[src/design/dram_pkg.sv]
package dram_pkg;

    // Write data channel widths
    localparam int DATA_W = 32;
    localparam int STRB_W = DATA_W / 8;

    // Write command widths
    localparam int ADDR_W = 32;
    localparam int LEN_W  = 8;

    // Data word with its byte enables in the low bits
    typedef struct packed {
        logic [DATA_W-1:0] data;
        logic [STRB_W-1:0] strb;
    } wr_data_t;

    // Burst length on top, start address below
    typedef struct packed {
        logic [LEN_W-1:0]  len;
        logic [ADDR_W-1:0] addr;
    } wr_ctrl_t;

endpackage

[src/design/cam_pkg.sv]
package cam_pkg;

    // Both image sensors share one power-up sequence
    localparam int NUM_SENSORS = 2;

    // Sequencer checkpoints in clk125M cycles after reset release

    // 1 ms
    localparam logic [31:0] PWUP_DELAY_CYCLES = 32'd125000;

    // 2 ms
    localparam logic [31:0] INIT_REQ_CYCLES = 32'd250000;

    // Per-sensor control lines, one bit per sensor in each field
    typedef struct packed {
        logic [NUM_SENSORS-1:0] pwup;
        logic [NUM_SENSORS-1:0] init_req;
    } sensor_ctrl_t;

endpackage
[src/design/camera_board_top.sv]
module camera_board_top
    import cam_pkg::*, dram_pkg::*;
(
    input  logic                   clk125M,
    input  logic                   reset125M,

    // Sensor power and init
    input  logic [NUM_SENSORS-1:0] init_done_i,
    output sensor_ctrl_t           sensor_ctrl_o,
    output logic                   sensors_ready_o,

    // Video write requests
    input  wr_data_t               vid_data_i,
    input  logic                   vid_data_we_i,
    input  wr_ctrl_t               vid_ctrl_i,
    input  logic                   vid_ctrl_we_i,

    // Debug console write requests
    input  wr_data_t               dbg_data_i,
    input  logic                   dbg_data_level_i,
    input  wr_ctrl_t               dbg_ctrl_i,
    input  logic                   dbg_ctrl_level_i,

    // DRAM write engine port
    output wr_data_t               wr_data_o,
    output logic                   wr_data_we_o,
    output wr_ctrl_t               wr_ctrl_o,
    output logic                   wr_ctrl_we_o
);

    sensor_powerup_seq u_sensor_powerup_seq (
        .clk125M         (clk125M),
        .reset125M       (reset125M),
        .init_done_i     (init_done_i),
        .sensor_ctrl_o   (sensor_ctrl_o),
        .sensors_ready_o (sensors_ready_o)
    );

    dram_write_merge u_dram_write_merge (
        .clk125M          (clk125M),
        .reset125M        (reset125M),
        .vid_data_i       (vid_data_i),
        .vid_data_we_i    (vid_data_we_i),
        .vid_ctrl_i       (vid_ctrl_i),
        .vid_ctrl_we_i    (vid_ctrl_we_i),
        .dbg_data_i       (dbg_data_i),
        .dbg_data_level_i (dbg_data_level_i),
        .dbg_ctrl_i       (dbg_ctrl_i),
        .dbg_ctrl_level_i (dbg_ctrl_level_i),
        .wr_data_o        (wr_data_o),
        .wr_data_we_o     (wr_data_we_o),
        .wr_ctrl_o        (wr_ctrl_o),
        .wr_ctrl_we_o     (wr_ctrl_we_o)
    );

endmodule

[src/design/dram_write_merge.sv]
module dram_write_merge
    import dram_pkg::*;
(
    input  logic     clk125M,
    input  logic     reset125M,

    // Video capture path, strobes are single-cycle
    input  wr_data_t vid_data_i,
    input  logic     vid_data_we_i,
    input  wr_ctrl_t vid_ctrl_i,
    input  logic     vid_ctrl_we_i,

    // Debug console, write enables are levels
    input  wr_data_t dbg_data_i,
    input  logic     dbg_data_level_i,
    input  wr_ctrl_t dbg_ctrl_i,
    input  logic     dbg_ctrl_level_i,

    // Toward the DRAM write engine
    output wr_data_t wr_data_o,
    output logic     wr_data_we_o,
    output wr_ctrl_t wr_ctrl_o,
    output logic     wr_ctrl_we_o
);

    logic dbg_data_level_d;
    logic dbg_ctrl_level_d;
    logic dbg_data_pulse;
    logic dbg_ctrl_pulse;

    // Previous samples of the console levels
    always_ff @(posedge clk125M) begin
        if (reset125M) begin
            dbg_data_level_d <= 1'b0;
            dbg_ctrl_level_d <= 1'b0;
        end else begin
            dbg_data_level_d <= dbg_data_level_i;
            dbg_ctrl_level_d <= dbg_ctrl_level_i;
        end
    end

    // Rising edge of each level becomes a one-cycle write
    always_ff @(posedge clk125M) begin
        if (reset125M) begin
            dbg_data_pulse <= 1'b0;
            dbg_ctrl_pulse <= 1'b0;
        end else begin
            dbg_data_pulse <= dbg_data_level_i & ~dbg_data_level_d;
            dbg_ctrl_pulse <= dbg_ctrl_level_i & ~dbg_ctrl_level_d;
        end
    end

    // Video wins, a colliding debug write is dropped
    always_comb begin
        if (vid_data_we_i) begin
            wr_data_o = vid_data_i;
        end else begin
            wr_data_o = dbg_data_i;
        end
        wr_data_we_o = vid_data_we_i | dbg_data_pulse;
    end

    always_comb begin
        if (vid_ctrl_we_i) begin
            wr_ctrl_o = vid_ctrl_i;
        end else begin
            wr_ctrl_o = dbg_ctrl_i;
        end
        wr_ctrl_we_o = vid_ctrl_we_i | dbg_ctrl_pulse;
    end

endmodule

[src/design/sensor_powerup_seq.sv]
module sensor_powerup_seq
    import cam_pkg::*;
(
    input  logic                   clk125M,
    input  logic                   reset125M,
    input  logic [NUM_SENSORS-1:0] init_done_i,
    output sensor_ctrl_t           sensor_ctrl_o,
    output logic                   sensors_ready_o
);

    typedef enum logic [1:0] {
        wait_pwup,
        wait_init,
        wait_done,
        ready
    } seq_state_t;

    seq_state_t  state;
    logic [31:0] cycle_cnt;
    logic        pwup_hit;
    logic        init_hit;
    logic        cnt_run;

    assign pwup_hit = (cycle_cnt == PWUP_DELAY_CYCLES);
    assign init_hit = (cycle_cnt == INIT_REQ_CYCLES);

    // Counter freezes once the init request is out
    assign cnt_run = (state == wait_pwup) || (state == wait_init);

    always_ff @(posedge clk125M) begin
        if (reset125M) begin
            cycle_cnt <= '0;
        end else if (cnt_run) begin
            cycle_cnt <= cycle_cnt + 32'd1;
        end
    end

    always_ff @(posedge clk125M) begin
        if (reset125M) begin
            state <= wait_pwup;
        end else begin
            unique case (state)
                wait_pwup: begin
                    if (pwup_hit) begin
                        state <= wait_init;
                    end
                end
                wait_init: begin
                    if (init_hit) begin
                        state <= wait_done;
                    end
                end
                wait_done: begin
                    // Only sensor 0 reports completion
                    if (init_done_i[0]) begin
                        state <= ready;
                    end
                end
                ready: begin
                    state <= ready;
                end
                default: begin
                    state <= wait_pwup;
                end
            endcase
        end
    end

    // Power lines latch on at 1 ms and stay on
    always_ff @(posedge clk125M) begin
        if (reset125M) begin
            sensor_ctrl_o.pwup <= '0;
        end else if (state == wait_pwup && pwup_hit) begin
            sensor_ctrl_o.pwup <= '1;
        end
    end

    // One-cycle request on the wait_init to wait_done step
    always_ff @(posedge clk125M) begin
        if (reset125M) begin
            sensor_ctrl_o.init_req <= '0;
        end else if (state == wait_init && init_hit) begin
            sensor_ctrl_o.init_req <= '1;
        end else begin
            sensor_ctrl_o.init_req <= '0;
        end
    end

    assign sensors_ready_o = (state == ready);

endmodule

[config.mk]
export PLATFORM = sky130hd
export DESIGN_NAME = camera_board_top
export DESIGN_NICKNAME = d
export VERILOG_FILES = /design/src/design/dram_pkg.sv /design/src/design/cam_pkg.sv /design/src/design/camera_board_top.sv /design/src/design/dram_write_merge.sv /design/src/design/sensor_powerup_seq.sv
export SDC_FILE = /design/constraint.sdc
export NUM_CORES = 1
export LEC_CHECK = 0
export ABC_AREA = 0
export BUFFER_PORTS_ARGS = -buffer_cell sky130_fd_sc_hd__buf_2
export CAP_MARGIN = 20
export CORE_AREA = 2 2 94 96
export DETAILED_ROUTE_END_ITERATION = 16
export DIE_AREA = 0 0 96 98
export GPL_ROUTABILITY_DRIVEN = 0
export GPL_TIMING_DRIVEN = 0
export PLACE_DENSITY_LB_ADDON = 0.12
export SLEW_MARGIN = 40
export SYNTH_ARGS = -nofsm -noshare
export SYNTH_HDL_FRONTEND = slang
export SYNTH_SLANG_ARGS = --single-unit
[constraint.sdc]
create_clock -name clk125M -period 2.8 [get_ports clk125M]
set_input_delay 0 -clock clk125M [delete_from_list [all_inputs] [get_ports clk125M]]
set_output_delay 0 -clock clk125M [all_outputs]
set_load 0.05 [all_outputs]
Yosys cells after proc, flatten, opt, wreduce, memory -nomap -nowiden

Cells that the tools add are included.

Output and inout port bits: 83
Register bits: 41
Input bits: 160

Add/sub/neg operators: 1
Bitwise operators: 6
Equality and inequality tests: 8
Muxes and demuxes: 7
Reductions and logical operators: 5

Operator list:

| kind                  | number |
|---|---|
| $mux 40               | 1 |
| $mux 36               | 1 |
| $add 32x1->32 const B | 1 |
| $eq 32x17->1 const B  | 1 |
| $eq 32x18->1 const B  | 1 |
| $mux 2                | 4 |
| $pmux 2 s4            | 1 |
| $eq 2x2->1 const B    | 2 |
| $ne 2x1->1 const B    | 2 |
| $reduce_and 3->1      | 1 |
| $and 1x1->1           | 2 |
| $eq 2x1->1 const B    | 1 |
| $logic_and 1x1->1     | 2 |
| $logic_not 2->1       | 1 |
| $ne 2x2->1 const B    | 1 |
| $not 1->1             | 2 |
| $or 1x1->1            | 2 |
| $logic_or 1x1->1      | 1 |

Longest topological paths before layout

Word-level depth: 3
Gate-level depth with buffers: 6

By module

From an unflattened synthesis, not the netlist that was laid out.

Cell total of the unflattened synthesis: 310
Area, all modules: 3216.8 um2

By module, submodules not included:

| module             | seq. area each (um2) | cells each | instances | area each (um2) |
|---|---|---|---|---|
| sensor_powerup_seq | 720.7                | 215        | 1         | 1858.0 |
| dram_write_merge   | 80.1                 | 95         | 1         | 1358.8 |

Worst setup path after synthesis

OpenSTA, ideal clock, no wires.

Path type: register to register
Start point: register u_sensor_powerup_seq.cycle_cnt[7]
End point: register u_sensor_powerup_seq.cycle_cnt[31]
Clock period less this slack: 1782 ps
Path buffers: 2
Arrival time: 1711 ps
Setup time: 70 ps
Slack: 1018 ps
Cell stages (with the launch flop): 7
Data required time: 2730 ps
Cells stage by stage: dfxtp_1 > buf_2 > nand4_1 > or4_1 > buf_2 > or4_1 > a21oi_1

Cells in the longest elaborated chain, start to end: 1

Ends and longest elaborated chain:

| element                | line                     | RTL |
|---|---|---|
| from (decl)            | sensor_powerup_seq.sv:19 | `logic [31:0] cycle_cnt;` |
| from (signal assigned) | sensor_powerup_seq.sv:34 | `cycle_cnt <= cycle_cnt + 32'd1;` |
| $add 32x1->32          | sensor_powerup_seq.sv:34 |  |

No other way between the ends.
A chain may end at the register's enable or synchronous reset.

Worst setup path in the final report

Start point: register u_sensor_powerup_seq.cycle_cnt[0]
End point: register u_sensor_powerup_seq.cycle_cnt[28]

The elaborated chain is that of the path after synthesis.

==> impl_metrics.toml <==
[critical_path]
arrival_ns = 2.33
cp_slowest_stage_delay_ns = 0.42
cpMaxStageDelayCell = "dfxtp_1"
crit_chain = "ha_1, and4b_1, clkbuf_1, nand3_1, nor4_1, mux2_2"
required_ns = 2.99
path_delay_family = "simple AND/OR/NAND/NOR gates"
start_kind = "flop"
crit_path_max_fanout = 6
cp.buffers_inverters = 1
crit_type = "flop to flop"
endpoint_kind = "flop"

[sta]
min_period_ns = 2.141
holdWs_ns = 0.03909
relSlewSlack_pct = 60.74
fin_ws_ns = 0.6590
clock_skew_ns = 0.008599
post-route-period-util_pct = 76.47
slew_viol_final = 0
setup_violations = 0
finalHoldViolations = 0
max_freq_mhz = 467.1
rsz0062_at_grt = "false"
worst_slew_pin_slew_ns = 0.5890
final.setup.tns_ns = 0

[finish]
fillers = 875
area_growth_pct = 50.45
nNetsFinal = 732
layout_common_cells = "240 x buf_2, 85 x mux2_2, 40 x dfxtp_1"
layout_commonest_cell = "buf_2"
drive_gt1_share_pct = 59.37

[place]
place_ws_ns = 0.6428
io_buffers = 238
post-dp-hpwl_um = 10390

[drt]
viasPerCell = 4.963
drtIter0Drc = 224
vias = 3380
ant_nets = 0
drt_first_pass_iters = 4
drt-wirelength-per-cell_um = 17.57
drt-total-wl_um = 11970
drc = 0

[synth]
synth_seq_area_share_pct = 27.69
syn_area_per_cell_um2 = 8.952
syn_area_um2 = 2892
synth_ff_type = "dfxtp_1"
yosysUniqueCellTypes = 37
synth-edff-count = 0
synth_nets = 485
yosysWarningCount = 0
async_reset_ff_share_pct = 0
synth-seq-cells = 40
syn_inst = 323

[clock_network]
cts_num_sinks = 40
clock_path_buffers = 2
cts_tree = "yes"
cts-resized-gates = 0
cts_made_buffers = 5
cts_setup_buffers = 0
worstSkewPairLatency_ns = 0.30
cts-root-buf = "clkbuf_8"
cts_htree_levels = 2
clkSlewWorstSetupHoldPaths_ns = 0.08

[floorplanning]
fp.dieW_um = 96
row_count = 34
die_h_um = 98
die_area_um2 = 9408
pin_count = 243
start_util_pct = 34.16
core_area_um2 = 8466

[pwr]
power_frac_seq_pct = 33.3
switchingPower_mw = 0.6767
vdd_drop_max_mv = 0.2284
p_clk_share_pct = 26.8
internal_power_mw = 1.070
pwr-share-comb_pct = 39.9
p_leak_nw = 1.984
sw_frac_of_total_pct = 38.75
power_density_nw_per_um2 = 401.4

[global_routing]
grt_first_pass_wirelength_um = 16980
antenna_found_initial = 2
track_usage_pct = 23.94
grt_overflow = 0
grt_max_degree = 13
grt_pass1_vias = 3062

[min_path]
min_path_type = "input port to flop"

[run_status]
status = "complete, no violations"

[job]
drv_cap = 0
## state kept, by name, indices dropped and copies added (netlist names)
| register | count |
|---|---|
| u_dram_write_merge.dbg_ctrl_pulse | 1 |
| u_dram_write_merge.dbg_data_level_d | 1 |
| u_dram_write_merge.dbg_data_pulse | 1 |
| u_dram_write_merge.dbg_ctrl_level_d | 1 |
| u_sensor_powerup_seq.sensor_ctrl_o | 2 |
| u_sensor_powerup_seq.state | 2 |
| u_sensor_powerup_seq.cycle_cnt | 32 |
## cell families after synthesis
kind of cell,synth area share [%]
compound gates,5.279
fa+ha+maj,0.8653
xor+xnor,3.332
mux,33.45
simple gates,24.62
flops,27.69
buf+inv,4.760
## final timing paths
| check | from | to | slack [ns] | cells after the start |
|---|---|---|---|---|
| min | init_done_i[0] | u_sensor_powerup_seq.state[0]$_SDFFE_PP0P_ | 0.04 | 3 |
| min reg2reg | u_dram_write_merge.dbg_data_level_d$_SDFF_PP0_ | u_dram_write_merge.dbg_data_pulse$_SDFF_PP0_ | 0.39 | 1 |
| max reg2reg | u_sensor_powerup_seq.cycle_cnt[0]$_SDFFE_PP0P_ | u_sensor_powerup_seq.cycle_cnt[28]$_SDFFE_PP0P_ | 0.66 | 6 |
| max | u_sensor_powerup_seq.cycle_cnt[0]$_SDFFE_PP0P_ | u_sensor_powerup_seq.cycle_cnt[28]$_SDFFE_PP0P_ | 0.66 | 6 |
## stage by stage
stage / utilization [%] / power, mW / instance area, µm² / std cells
5_1_grt: 51.33 / 1.815 / 4345 / 679
3_3_place_gp: 49.82 / 1.283 / 4218 / 669
4_1_cts: 51.33 / 1.760 / 4345 / 679
3_5_place_dp: 49.82 / 1.288 / 4218 / 669
6_report: 51.39 / 1.746 / 4350 / 681
2_1_floorplan: - / 1.065 / 2892 / 323
## what timing repair did
action / in CTS / in global routing
hold endpoints to repair: 2 / 0
endpoints found under the setup margin: 0 / 0
hold buffers: 2 / 0
## power by group through the flow
stage	clock, mW	sequential [mW]	combinational (mW)
after detailed placement	0	0.595	0.693
after floorplan	0	0.593	0.472
after CTS	0.480	0.581	0.698
after global routing	0.506	0.583	0.727
after global placement	0	0.594	0.689
final	0.468	0.581	0.697
## worst register-to-register path: stages, from the launching register on
cell      delay (ns)
dfxtp_1         0.42
ha_1            0.19
and4b_1         0.18
clkbuf_1        0.25
nand3_1         0.28
nor4_1          0.34
mux2_2          0.37
## routing by layer
layer,track usage [%],share of wire (%)
met3,6.867,10
met4,3.736,0.74
met2,34.35,43
met1,36.02,46
met5,0,0.12
## cell usage after synthesis, types with 2 or more instances
library cell	count	area, µm²
mux2_2	85	957.2
dfxtp_1	40	800.8
nor2_1	24	90.09
clkbuf_1	17	63.81
nor2b_1	14	87.58
a21oi_1	13	65.06
nand2_1	12	45.04
nand4_1	12	75.07
inv_1	10	37.54
nand3_1	9	45.04
nor3_1	9	45.04
nor4_1	8	50.05
or3_1	8	50.05
or4_1	8	60.06
o31ai_1	6	45.04
xor2_1	6	52.55
o21ai_0	5	25.02
xnor2_1	5	43.79
and4_1	4	35.03
and3_1	3	18.77
buf_1	3	11.26
and2_1	2	12.51
buf_2	2	10.01
buf_4	2	15.01
ha_1	2	25.02
nor4b_1	2	17.52
or2_2	2	12.51
## area by class of cell
cell class	count	area (µm²)	share of cell area [%]
clock buffer	6	72.57	1.668
timing repair buffer	240	1211	27.84
tap	108	135.1	3.106
antenna	2	5.005	0.1150
buffer	24	100.1	2.301
clock inverter	2	35.03	0.8053
sequential	40	800.8	18.41
inverter	10	37.54	0.8628
multi-input combinational	249	1953	44.89
No activity file was read; power rests on OpenSTA's default activity.
